<file path="src/rtl/bridge_pkg.sv">
// AXI to AHB bridge shared definitions

package bridge_pkg;

   typedef logic [31:0] addr_t;
   typedef logic [63:0] data_t;
   typedef logic [7:0]  strb_t;
   typedef logic [2:0]  byte_ptr_t;
   typedef logic [2:0]  ahb_size_t;
   typedef logic [1:0]  axi_resp_t;

   typedef enum logic [1:0] {
      HTRANS_IDLE   = 2'b00,
      HTRANS_NONSEQ = 2'b10
   } ahb_trans_t;

   localparam axi_resp_t RESP_OKAY   = 2'b00;
   localparam axi_resp_t RESP_SLVERR = 2'b10;

   typedef enum logic [2:0] {
      IDLE    = 3'd0,
      CMD_RD  = 3'd1,
      DATA_RD = 3'd2,
      CMD_WR  = 3'd3,
      DATA_WR = 3'd4,
      DONE_WR = 3'd5,
      DONE_RD = 3'd6
   } bridge_state_t;

   //**************************************************************************
   // Strobe decoding
   //**************************************************************************

   // Patterns that fit one naturally aligned AHB beat
   function automatic logic strobe_is_aligned(strb_t strb);
      return strb inside {8'hff, 8'h0f, 8'hf0, 8'h03, 8'h0c, 8'h30, 8'hc0};
   endfunction

   function automatic ahb_size_t strobe_size(strb_t strb);
      ahb_size_t size;
      case (strb)
         8'hff:        size = 3'd3;
         8'h0f, 8'hf0: size = 3'd2;
         default:      size = 3'd1;   // Halfword patterns
      endcase
      return size;
   endfunction

   function automatic byte_ptr_t strobe_offset(strb_t strb);
      byte_ptr_t offset;
      case (strb)
         8'h0c:        offset = 3'd2;
         8'hf0, 8'h30: offset = 3'd4;
         8'hc0:        offset = 3'd6;
         default:      offset = 3'd0;
      endcase
      return offset;
   endfunction

   // Lowest set lane at or above start, start itself if none
   function automatic byte_ptr_t next_byte_lane(strb_t strb, byte_ptr_t start);
      byte_ptr_t lane;
      lane = start;
      for (int i = 7; i >= 0; i--) begin
         if (strb[i] && (i >= int'(start)))
            lane = byte_ptr_t'(i);
      end
      return lane;
   endfunction

endpackage
</file>
<file path="src/rtl/axi_ahb_bridge.sv">
// AXI4 to AHB-Lite bridge

`timescale 1ns/1ps

module axi_ahb_bridge
   import bridge_pkg::*;
#(
   parameter int ID_WIDTH = 1
) (
   input  logic                bus_clk,
   input  logic                reset,
   // AXI write address
   input  logic                awvalid,
   output logic                awready,
   input  logic [ID_WIDTH-1:0] awid,
   input  addr_t               awaddr,
   input  ahb_size_t           awsize,
   // AXI write data
   input  logic                wvalid,
   output logic                wready,
   input  data_t               wdata,
   input  strb_t               wstrb,
   input  logic                wlast,
   // AXI write response
   output logic                bvalid,
   input  logic                bready,
   output axi_resp_t           bresp,
   output logic [ID_WIDTH-1:0] bid,
   // AXI read address
   input  logic                arvalid,
   output logic                arready,
   input  logic [ID_WIDTH-1:0] arid,
   input  addr_t               araddr,
   input  ahb_size_t           arsize,
   // AXI read data
   output logic                rvalid,
   input  logic                rready,
   output logic [ID_WIDTH-1:0] rid,
   output data_t               rdata,
   output axi_resp_t           rresp,
   output logic                rlast,
   // AHB-Lite master
   output addr_t               haddr,
   output ahb_size_t           hsize,
   output ahb_trans_t          htrans,
   output logic                hwrite,
   output data_t               hwdata,
   input  data_t               hrdata,
   input  logic                hready,
   input  logic                hresp
);

   logic                aw_held;
   logic                w_held;
   logic                wr_taken;
   logic [ID_WIDTH-1:0] wr_id;
   addr_t               wr_addr;
   ahb_size_t           wr_size;
   data_t               wr_data;
   strb_t               wr_strb;
   logic                cmd_load;
   logic                cmd_write;
   logic                beat_adv;
   logic                last_beat;
   logic                resp_load;
   logic                wr_addr_done;
   logic [ID_WIDTH-1:0] resp_id;
   logic                resp_err;

   assign bresp  = resp_err ? RESP_SLVERR : RESP_OKAY;
   assign rresp  = resp_err ? RESP_SLVERR : RESP_OKAY;
   assign bid    = resp_id;
   assign rid    = resp_id;
   assign rlast  = 1'b1;    // Single beat reads only
   assign hwdata = wr_data;

   bridge_ctrl bridge_ctrl_inst (.*);

   write_capture #(.ID_WIDTH(ID_WIDTH)) write_capture_inst (.*);

   beat_sequencer beat_sequencer_inst (.*);

   resp_capture #(.ID_WIDTH(ID_WIDTH)) resp_capture_inst (.*);

   // Only single beat write bursts are bridged
   a_single_beat_write: assert property (@(posedge bus_clk) disable iff (reset)
      (wvalid && wready) |-> wlast)
      else $error("Write burst longer than one beat");

endmodule

</file>
<file path="src/rtl/bridge_ctrl.sv">
// Bridge transfer state machine

`timescale 1ns/1ps

module bridge_ctrl
   import bridge_pkg::*;
(
   input  logic       bus_clk,
   input  logic       reset,
   input  logic       aw_held,
   input  logic       w_held,
   input  logic       arvalid,
   input  logic       last_beat,
   input  logic       hready,
   input  logic       hresp,
   input  logic       bready,
   input  logic       rready,
   output logic       arready,
   output logic       wr_taken,
   output logic       cmd_load,
   output logic       cmd_write,
   output logic       beat_adv,
   output ahb_trans_t htrans,
   output logic       hwrite,
   output logic       resp_load,
   output logic       wr_addr_done,
   output logic       bvalid,
   output logic       rvalid
);

   bridge_state_t state;
   bridge_state_t state_nxt;
   logic          wr_ready;     // Both write channels captured
   logic          addr_done;    // Address phase accepted this cycle
   logic          issue_done;   // Final beat already past its address phase

   assign wr_ready  = aw_held & w_held;
   assign arready   = (state == IDLE) & ~wr_ready;
   assign cmd_load  = (state == IDLE) & (wr_ready | arvalid);
   assign cmd_write = wr_ready;   // Writes win over a waiting read
   assign wr_taken  = cmd_load & wr_ready;

   //**************************************************************************
   // Next state and AHB transfer type
   //**************************************************************************

   always_comb begin
      state_nxt = state;
      htrans    = HTRANS_IDLE;
      resp_load = 1'b0;
      case (state)
         IDLE: begin
            if (cmd_load)
               state_nxt = wr_ready ? CMD_WR : CMD_RD;
         end
         CMD_RD: begin
            htrans = HTRANS_NONSEQ;
            if (hready)
               state_nxt = DATA_RD;
         end
         DATA_RD: begin
            if (hready) begin
               resp_load = 1'b1;
               state_nxt = DONE_RD;
            end
         end
         CMD_WR: begin
            htrans = HTRANS_NONSEQ;
            if (hready)
               state_nxt = DATA_WR;
         end
         DATA_WR: begin
            // Next beat overlaps this data phase, dropped once an error shows up
            if (!issue_done && !hresp)
               htrans = HTRANS_NONSEQ;
            if (hready) begin
               resp_load = 1'b1;
               if (htrans == HTRANS_IDLE)
                  state_nxt = DONE_WR;
            end
         end
         DONE_WR: begin
            if (bready)
               state_nxt = IDLE;
         end
         DONE_RD: begin
            if (rready)
               state_nxt = IDLE;
         end
         default: state_nxt = IDLE;
      endcase
   end

   assign hwrite       = (state == CMD_WR) | (state == DATA_WR);
   assign addr_done    = (htrans == HTRANS_NONSEQ) & hready;
   assign wr_addr_done = addr_done & hwrite;
   assign beat_adv     = wr_addr_done & ~last_beat;
   assign bvalid       = (state == DONE_WR);
   assign rvalid       = (state == DONE_RD);

   always_ff @(posedge bus_clk) begin
      if (reset) begin
         state      <= IDLE;
         issue_done <= 1'b0;
      end else begin
         state <= state_nxt;
         if (cmd_load)
            issue_done <= 1'b0;
         else if (addr_done)
            issue_done <= last_beat;
      end
   end

   // Two cycle error response from the slave
   a_error_two_cycle: assert property (@(posedge bus_clk) disable iff (reset)
      (hready && hresp) |-> $past(!hready && hresp))
      else $error("AHB error with hready not preceded by error without hready");

endmodule

</file>
<file path="src/rtl/resp_capture.sv">
// AXI response capture

`timescale 1ns/1ps

module resp_capture
   import bridge_pkg::*;
#(
   parameter int ID_WIDTH = 1
) (
   input  logic                bus_clk,
   input  logic                reset,
   input  logic                cmd_load,
   input  logic                cmd_write,
   input  logic [ID_WIDTH-1:0] wr_id,
   input  logic [ID_WIDTH-1:0] arid,
   input  logic                resp_load,
   input  logic                hresp,
   input  data_t               hrdata,
   input  logic                wr_addr_done,
   input  addr_t               haddr,
   output logic [ID_WIDTH-1:0] resp_id,
   output logic                resp_err,
   output data_t               rdata
);

   addr_t last_wr_addr;   // Address of the latest write beat

   always_ff @(posedge bus_clk) begin
      if (reset) begin
         resp_err     <= 1'b0;
         last_wr_addr <= '0;
      end else begin
         if (cmd_load)
            resp_err <= 1'b0;
         else if (resp_load && hresp)
            resp_err <= 1'b1;   // Sticky over all beats of a command
         if (wr_addr_done)
            last_wr_addr <= haddr;
      end
   end

   always_ff @(posedge bus_clk) begin
      if (cmd_load)
         resp_id <= cmd_write ? wr_id : arid;
      if (resp_load)
         rdata <= hresp ? {2{last_wr_addr}} : hrdata;   // Error data is the write address
   end

endmodule

</file>
<file path="src/rtl/beat_sequencer.sv">
// AHB beat address and size generation

`timescale 1ns/1ps

module beat_sequencer
   import bridge_pkg::*;
(
   input  logic      bus_clk,
   input  logic      reset,
   input  logic      cmd_load,
   input  logic      cmd_write,
   input  logic      beat_adv,
   input  addr_t     wr_addr,
   input  ahb_size_t wr_size,
   input  strb_t     wr_strb,
   input  addr_t     araddr,
   input  ahb_size_t arsize,
   output addr_t     haddr,
   output ahb_size_t hsize,
   output logic      last_beat
);

   addr_t     cmd_addr;
   ahb_size_t cmd_size;
   strb_t     cmd_strb;
   logic      cmd_wr;
   logic      cmd_aligned;   // Whole command goes out as one beat
   byte_ptr_t byte_ptr;

   logic      load_aligned;
   addr_t     load_addr;
   ahb_size_t load_size;
   strb_t     upper_lanes;

   //**************************************************************************
   // Command decode at load
   //**************************************************************************

   always_comb begin
      load_aligned = ~cmd_write | (wr_size != 3'd3) | strobe_is_aligned(wr_strb);
      if (!cmd_write) begin
         load_addr = araddr;
         load_size = arsize;
      end else if (wr_size != 3'd3) begin
         load_addr = wr_addr;   // Narrow write keeps its own size
         load_size = wr_size;
      end else begin
         load_addr = {wr_addr[31:3], strobe_offset(wr_strb)};
         load_size = strobe_size(wr_strb);
      end
   end

   always_ff @(posedge bus_clk) begin
      if (reset) begin
         cmd_addr    <= '0;
         cmd_size    <= '0;
         cmd_strb    <= '0;
         cmd_wr      <= 1'b0;
         cmd_aligned <= 1'b0;
         byte_ptr    <= '0;
      end else if (cmd_load) begin
         cmd_addr    <= load_addr;
         cmd_size    <= load_size;
         cmd_strb    <= wr_strb;
         cmd_wr      <= cmd_write;
         cmd_aligned <= load_aligned;
         byte_ptr    <= next_byte_lane(wr_strb, 3'd0);
      end else if (beat_adv) begin
         byte_ptr <= next_byte_lane(cmd_strb, byte_ptr + 3'd1);
      end
   end

   // Byte beats walk the set strobe lanes
   assign haddr       = {cmd_addr[31:3], cmd_aligned ? cmd_addr[2:0] : byte_ptr};
   assign hsize       = cmd_aligned ? cmd_size : 3'd0;
   assign upper_lanes = cmd_strb >> byte_ptr;
   assign last_beat   = cmd_aligned | ~cmd_wr | (upper_lanes[7:1] == 7'd0);

   // Holds between commands as well, since outputs only move on load or advance
   a_haddr_aligned: assert property (@(posedge bus_clk) disable iff (reset)
      (haddr & ((32'd1 << hsize) - 32'd1)) == 32'd0)
      else $error("AHB address %h not aligned to size %0d", haddr, hsize);

endmodule

</file>
<file path="src/rtl/write_capture.sv">
// AXI write channel capture

`timescale 1ns/1ps

module write_capture
   import bridge_pkg::*;
#(
   parameter int ID_WIDTH = 1
) (
   input  logic                bus_clk,
   input  logic                reset,
   input  logic                awvalid,
   input  logic [ID_WIDTH-1:0] awid,
   input  addr_t               awaddr,
   input  ahb_size_t           awsize,
   input  logic                wvalid,
   input  data_t               wdata,
   input  strb_t               wstrb,
   input  logic                wr_taken,
   output logic                awready,
   output logic                wready,
   output logic                aw_held,
   output logic                w_held,
   output logic [ID_WIDTH-1:0] wr_id,
   output addr_t               wr_addr,
   output ahb_size_t           wr_size,
   output data_t               wr_data,
   output strb_t               wr_strb
);

   logic  aw_take;
   logic  w_take;
   data_t w_data_q;   // Held until the command is taken

   assign awready = ~aw_held;
   assign wready  = ~w_held;
   assign aw_take = awvalid & awready;
   assign w_take  = wvalid & wready;

   always_ff @(posedge bus_clk) begin
      if (reset) begin
         aw_held <= 1'b0;
         w_held  <= 1'b0;
      end else if (wr_taken) begin
         aw_held <= 1'b0;
         w_held  <= 1'b0;
      end else begin
         if (aw_take)
            aw_held <= 1'b1;
         if (w_take)
            w_held <= 1'b1;
      end
   end

   always_ff @(posedge bus_clk) begin
      if (aw_take) begin
         wr_id   <= awid;
         wr_addr <= awaddr;
         wr_size <= awsize;
      end
      if (w_take) begin
         w_data_q <= wdata;
         wr_strb  <= wstrb;
      end
      // Write data stays put for AHB while the next write is captured
      if (wr_taken)
         wr_data <= w_data_q;
   end

   a_taken_when_held: assert property (@(posedge bus_clk) disable iff (reset)
      wr_taken |-> (aw_held && w_held))
      else $error("Write taken before both channels were captured");

endmodule

</file>
<file path="config.mk">
export PLATFORM = sky130hd
export DESIGN_NAME = axi_ahb_bridge
export DESIGN_NICKNAME = d
export VERILOG_FILES = /design/src/rtl/bridge_pkg.sv /design/src/rtl/axi_ahb_bridge.sv /design/src/rtl/bridge_ctrl.sv /design/src/rtl/resp_capture.sv /design/src/rtl/beat_sequencer.sv /design/src/rtl/write_capture.sv
export SDC_FILE = /design/constraint.sdc
export NUM_CORES = 1
export LEC_CHECK = 0
export BUFFER_PORTS_ARGS = -buffer_cell sky130_fd_sc_hd__buf_2
export CORE_ASPECT_RATIO = 0.9
export CORE_UTILIZATION = 55
export CTS_CLUSTER_SIZE = 10
export DETAILED_ROUTE_END_ITERATION = 8
export GPL_ROUTABILITY_DRIVEN = 0
export MAX_ROUTING_LAYER = met4
export PLACE_DENSITY = 0.92
export SYNTH_ARGS = -nofsm -noshare
export SYNTH_HDL_FRONTEND = slang
export SYNTH_SLANG_ARGS = --single-unit
</file>
<file path="constraint.sdc">
create_clock -name bus_clk -period 15.25 [get_ports bus_clk]
set_clock_uncertainty 0.1 [all_clocks]
set_input_delay 2.2875 -clock bus_clk [delete_from_list [all_inputs] [get_ports bus_clk]]
set_output_delay 2.2875 -clock bus_clk [all_outputs]
set_load 0.01 [all_outputs]
</file>
---- Word level (Yosys, flattened, before mapping) ----
Cells that the tools add are included.
cells by class
  add/subtract/negate cells ............... 1
  multipliers ............................. 0
  div/mod/pow operators ................... 0
  order comparisons ....................... 7
  equality and inequality tests ........... 23
  shift operators ......................... 1
  multiplexer cells ....................... 44
  bitwise logic cells ..................... 20
  reductions and logical operators ........ 23
operators by type and width
  kind                number
  $mux 3              31
  $mux 64             1
  $mux 32             1
  $eq 8x8->1 const B  3
  $pmux 3 s7          1
  $eq 8x4->1 const B  2
  $reduce_or 2->1     6
  $and 1x1->1         9
  $eq 3x3->1 const B  3
  $ge 3x3->1 const A  3
  $logic_and 1x1->1   9
  $pmux 3 s3          1
  $eq 8x2->1 const B  1
  $eq 8x6->1 const B  1
  $mux 2              4
  $ne 2x1->1 const B  4
  $ne 2x2->1 const B  4
  $pmux 2 s2          2
  $reduce_and 8->1    1
  $shr 8x3->8         1
  $logic_not 7->1     1
  $reduce_bool 7->1   1
  $eq 3x2->1 const B  2
  $ge 1x3->1 const A  2
  12 further kinds    25
storage, ports and cells
  register bits ........................... 324
  latch bits .............................. 0
  memory bits (writable) .................. 0
  memory bits (read-only) ................. 0
  bits of input ports ..................... 218
  word-level logic and storage cells ...... 139
  memories ................................ 0

---- Logic depth before layout (Yosys ltp) ----
  depth in word-level cells ............... 12
  mapped depth ............................ 9

---- Hierarchy ----
A second synthesis with hierarchy kept.
second synthesis, totals
  cell total of the unflattened synthesis .. 925
  area total of the unflattened synthesis .. 12469.5 sq um
modules (own cells, without submodules)
  module          instances  cells each  area each (sq um)  sequential area each (sq um)
  write_capture   1          182         5252.5             5205.0
  resp_capture    1          343         3882.5             2612.5
  beat_sequencer  1          339         2864.0             960.9
  bridge_ctrl     1          53          417.9              80.1
  axi_ahb_bridge  1          8           52.6               0.0

---- Worst setup path after synthesis ----
Ideal clock, no wire load.
  kind .................................... register to register
  from .................................... reg bridge_ctrl_inst.state[0]
  to ...................................... reg beat_sequencer_inst.cmd_aligned
  library setup time ...................... 133 ps
  arrival time ............................ 6049 ps
  data required time ...................... 15017 ps
  path slack .............................. 8968 ps
  stages on the path, launching flop included .. 7
  buffers on the path ..................... 1
  clock period less this slack ............ 6282 ps
  path through ............................ dfxtp_1 buf_2 nor2_1 inv_1 nor3_1 o311a_1 a311oi_1
on the way
  word-level cells in the longest chain between the ends .. 2
RTL lines
  element                   line                  RTL
  start: declaration        bridge_ctrl.sv:31     bridge_state_t state;
  start signal: assignment  bridge_ctrl.sv:106    state <= state_nxt;
  $logic_not 3->1           bridge_ctrl.sv:39     assign cmd_load = (state == IDLE) & (wr_ready | arvalid);
  $and 1x1->1               bridge_ctrl.sv:39
  end signal: assignment    beat_sequencer.sv:66  cmd_aligned <= load_aligned;
  end: declaration          beat_sequencer.sv:27  logic cmd_aligned;
No other way between the ends.
A chain may end at the register's enable or synchronous reset.

---- Final worst setup path ----
  from .................................... in hresp
  to ...................................... out htrans[1]
on the way
  word-level cells in the longest chain between the ends .. 5
RTL lines
  element             line                  RTL
  start: declaration  axi_ahb_bridge.sv:50  input logic hresp
  $logic_not 1->1     bridge_ctrl.sv:74     if (!issue_done && !hresp)
  $logic_and 1x1->1   bridge_ctrl.sv:74
  $mux 2              bridge_ctrl.sv:74
  $mux 2              bridge_ctrl.sv:51     case (state)
  $pmux 2 s2          bridge_ctrl.sv:51
  end: declaration    axi_ahb_bridge.sv:45  output ahb_trans_t htrans,
No other way between the ends. The select of a mux whose other input is x is not followed.

==> impl_metrics.json <==
{
  "synth-seq-area-share_pct": 72.4,
  "r2r_slack_ns": 12.30,
  "htreeDepth": 2,
  "gr-usage-all-layers_pct": 27.5,
  "outcome": "finished, final reports clean",
  "slowest_delay_ns": 0.34,
  "worstSetupEndpointType": "output port",
  "synth_edf_count": 237,
  "vias": 9020,
  "reg2reg_depth": 6,
  "synth-main-ff-cell": "edfxtp_1",
  "worstHoldPathType": "flop to flop",
  "ctsResizeCount": 0,
  "crit_type": "input pin to output port",
  "core-area_um2": 21700,
  "async_reset_ff_share_pct": 0,
  "fmax_mhz": 186,
  "required_ns": 12.86,
  "clk_pin_slew_ns": 0.06,
  "finalSetupViolCount": 0,
  "min_delay_worst_endpoint": "write_capture_inst.wr_data[47]$_DFFE_PP_",
  "grt_first_pass_wirelength_um": 46200,
  "io_pins": 396,
  "fin_area_um2": 15200,
  "root_buffer": "clkbuf_16",
  "slew_violations": 0,
  "hold-path-cell-count": 0,
  "dp_hpwl_um": 22000,
  "startpoint_type": "input pin",
  "nNetsFinal": 1569,
  "drcViolationCount": 0,
  "min_period_ns": 5.38,
  "rows": 51,
  "maxCapViolCount": 0,
  "rr_endpoint": "beat_sequencer_inst.byte_ptr[2]$_SDFFE_PP0P_",
  "cts_tree": "yes",
  "crit_top_cell": "buf_2",
  "worst_slew_pin_slew_ns": 1.07,
  "fin_cells": 1669,
  "drt_iter0_drc": 879,
  "dp_cells": 1598,
  "cts.sinks": 324,
  "die_w_um": 159,
  "grt_pass1_vias": 8454,
  "wl_per_cell_um": 18.9,
  "port_buffers": 390,
  "p_leak_nw": 6.27,
  "die_y_um": 143,
  "drt-total-wl_um": 31500,
  "ys_seq_elements": 324,
  "post_cts_buffers": 0,
  "rsz0062_at_grt": "no",
  "cts_buffers": 38,
  "avgSynthCellArea_um2": 12.3,
  "syn_area_um2": 12200,
  "area_growth_pct": 24.7,
  "timing.hold.worst.start": "write_capture_inst.w_data_q[47]$_DFFE_PP_",
  "grt_overflow": 0,
  "avgViaCountPerCell": 5.40,
  "postCtsHoldBufs": 0,
  "antenna_found_initial": 3,
  "dpl-instance-area_um2": 14100,
  "critPathSlowestCell": "o32ai_1",
  "antenna_left": 0,
  "fin_setup_tns_ns": 0,
  "regToRegStartpoint": "write_capture_inst.w_held$_SDFFE_PP0P_",
  "grt_max_degree": 100,
  "critPathMaxFanout": 2,
  "hold_violations": 0,
  "power.density_nw_per_um2": 156,
  "post-route-period-util_pct": 35.3,
  "first_pass_iters": 6,
  "yosysUniqueCellTypes": 52,
  "final_cell_mix": "buf_2, edfxtp_1, nand2_1",
  "fin_hold_ws_ns": 0.315,
  "initial_utilization_pct": 56.4,
  "vdd_drop_max_v": 0.000104,
  "syn_inst": 998,
  "final_common_cell": "buf_2",
  "final_util_pct": 70.3,
  "die-area_um2": 22800,
  "synth_warnings": 0,
  "cts_buffer_depth": 3,
  "layout-drive-gt1-share_pct": 33.1,
  "relSlewSlack_pct": 29.0,
  "clock_latency_ns": 0.51,
  "cp_data_arrival_time_ns": 2.99,
  "worstPathCellList": "buf_2 > o32ai_1 > buf_2"
}
==> Yosys cell counts, types with 3 or more instances <==
| master | count | area share [%] |
|---|---|---|
| a211oi_1 | 4 | 0.25 |
| a21oi_1 | 56 | 2.3 |
| a311oi_1 | 33 | 2.4 |
| and2_1 | 6 | 0.31 |
| buf_2 | 12 | 0.49 |
| buf_4 | 36 | 2.2 |
| clkbuf_1 | 39 | 1.2 |
| dfxtp_1 | 87 | 14 |
| edfxtp_1 | 237 | 58 |
| ha_1 | 4 | 0.41 |
| inv_1 | 75 | 2.3 |
| nand2_1 | 192 | 5.9 |
| nand3_1 | 5 | 0.20 |
| nor2_1 | 56 | 1.7 |
| nor2b_1 | 10 | 0.51 |
| nor3_1 | 12 | 0.49 |
| o21ai_0 | 80 | 3.3 |
| o221ai_1 | 3 | 0.21 |
| o22ai_1 | 4 | 0.20 |
| or2_2 | 3 | 0.15 |
| xor2_1 | 3 | 0.21 |
==> area by class of cell <==
type / instances / area [um2]
repair buffers: 397 / 2000
clock inverters: 3 / 37.5
clock buffers: 65 / 1070
diodes: 3 / 7.51
multi-input cells: 510 / 2620
inverters: 76 / 288
flip-flops and latches: 324 / 8860
well taps: 291 / 364
fillers: 1466 / 6450
==> through the flow <==
step           power (mW)  worst slack [ns]
2_1_floorplan        1.44              8.97
3_3_place_gp         1.55              9.92
3_5_place_dp         1.58              9.89
4_1_cts              2.39              9.89
5_1_grt              2.47              9.84
6_report             2.38              9.87
==> how the worst max path moves through the flow <==
stage                                                 from                                           end  slack [ns]  cells after the start
floorplan           bridge_ctrl_inst.state[0]$_SDFFE_PP0P_  beat_sequencer_inst.cmd_aligned$_SDFFE_PP0P_        8.97                      6
global placement                                     hresp                                     htrans[1]        9.92                      3
detailed placement                                   hresp                                     htrans[1]        9.89                      3
CTS                                                  hresp                                     htrans[1]        9.89                      3
global route                                         hresp                                     htrans[1]        9.84                      3
finish                                               hresp                                     htrans[1]        9.87                      3
==> routing by layer <==
metal / vias up / routed length [um] / global-route usage (%)
li1: 4154 / - / -
met1: 4285 / 12000 / 34.0
met2: 521 / 16100 / 46.4
met3: 60 / 2550 / 4.50
met4: 0 / 830 / 9.41
met5: - / 0 / -
==> state kept, by name, summed over array words and instances, names as in the netlist <==
signal / flops
write_capture_inst.wr_size: 3
beat_sequencer_inst.byte_ptr: 3
resp_capture_inst.last_wr_addr: 32
write_capture_inst.aw_held: 1
beat_sequencer_inst.cmd_wr: 1
beat_sequencer_inst.cmd_strb: 8
write_capture_inst.wr_id: 1
beat_sequencer_inst.cmd_addr: 32
beat_sequencer_inst.cmd_size: 3
bridge_ctrl_inst.state: 3
beat_sequencer_inst.cmd_aligned: 1
write_capture_inst.wr_addr: 32
write_capture_inst.wr_strb: 8
bridge_ctrl_inst.issue_done: 1
resp_capture_inst.rdata: 64
write_capture_inst.w_held: 1
write_capture_inst.wr_data: 64
resp_capture_inst.resp_err: 1
write_capture_inst.w_data_q: 64
resp_capture_inst.resp_id: 1
==> worst max-delay path: cells and delay by family <==
kind	cells	cell delay, ns
buffers and inverters	2	0.36
AOI/OAI and AO/OA	1	0.34
==> logic make-up after synthesis <==
family	count (synthesis)	share of synthesized area, %
AO/OA/AOI/OAI	197	9.97
XOR/XNOR	4	0.287
adder cells (fa/ha/maj)	5	0.491
buffers and inverters	166	6.41
flip-flops	324	72.4
multiplexers	3	0.256
other	2	0.0614
AND/OR/NAND/NOR	297	10.1
==> report_power, final <==
| part | internal, mW | switching, mW | leakage (nW) |
|---|---|---|---|
| combinational | 0.153 | 0.269 | 2.82 |
| sequential | 1.07 | 0.0770 | 2.92 |
| clock | 0.478 | 0.330 | 0.529 |
| total | 1.70 | 0.676 | 6.27 |
No activity file was read; power rests on OpenSTA's default activity.
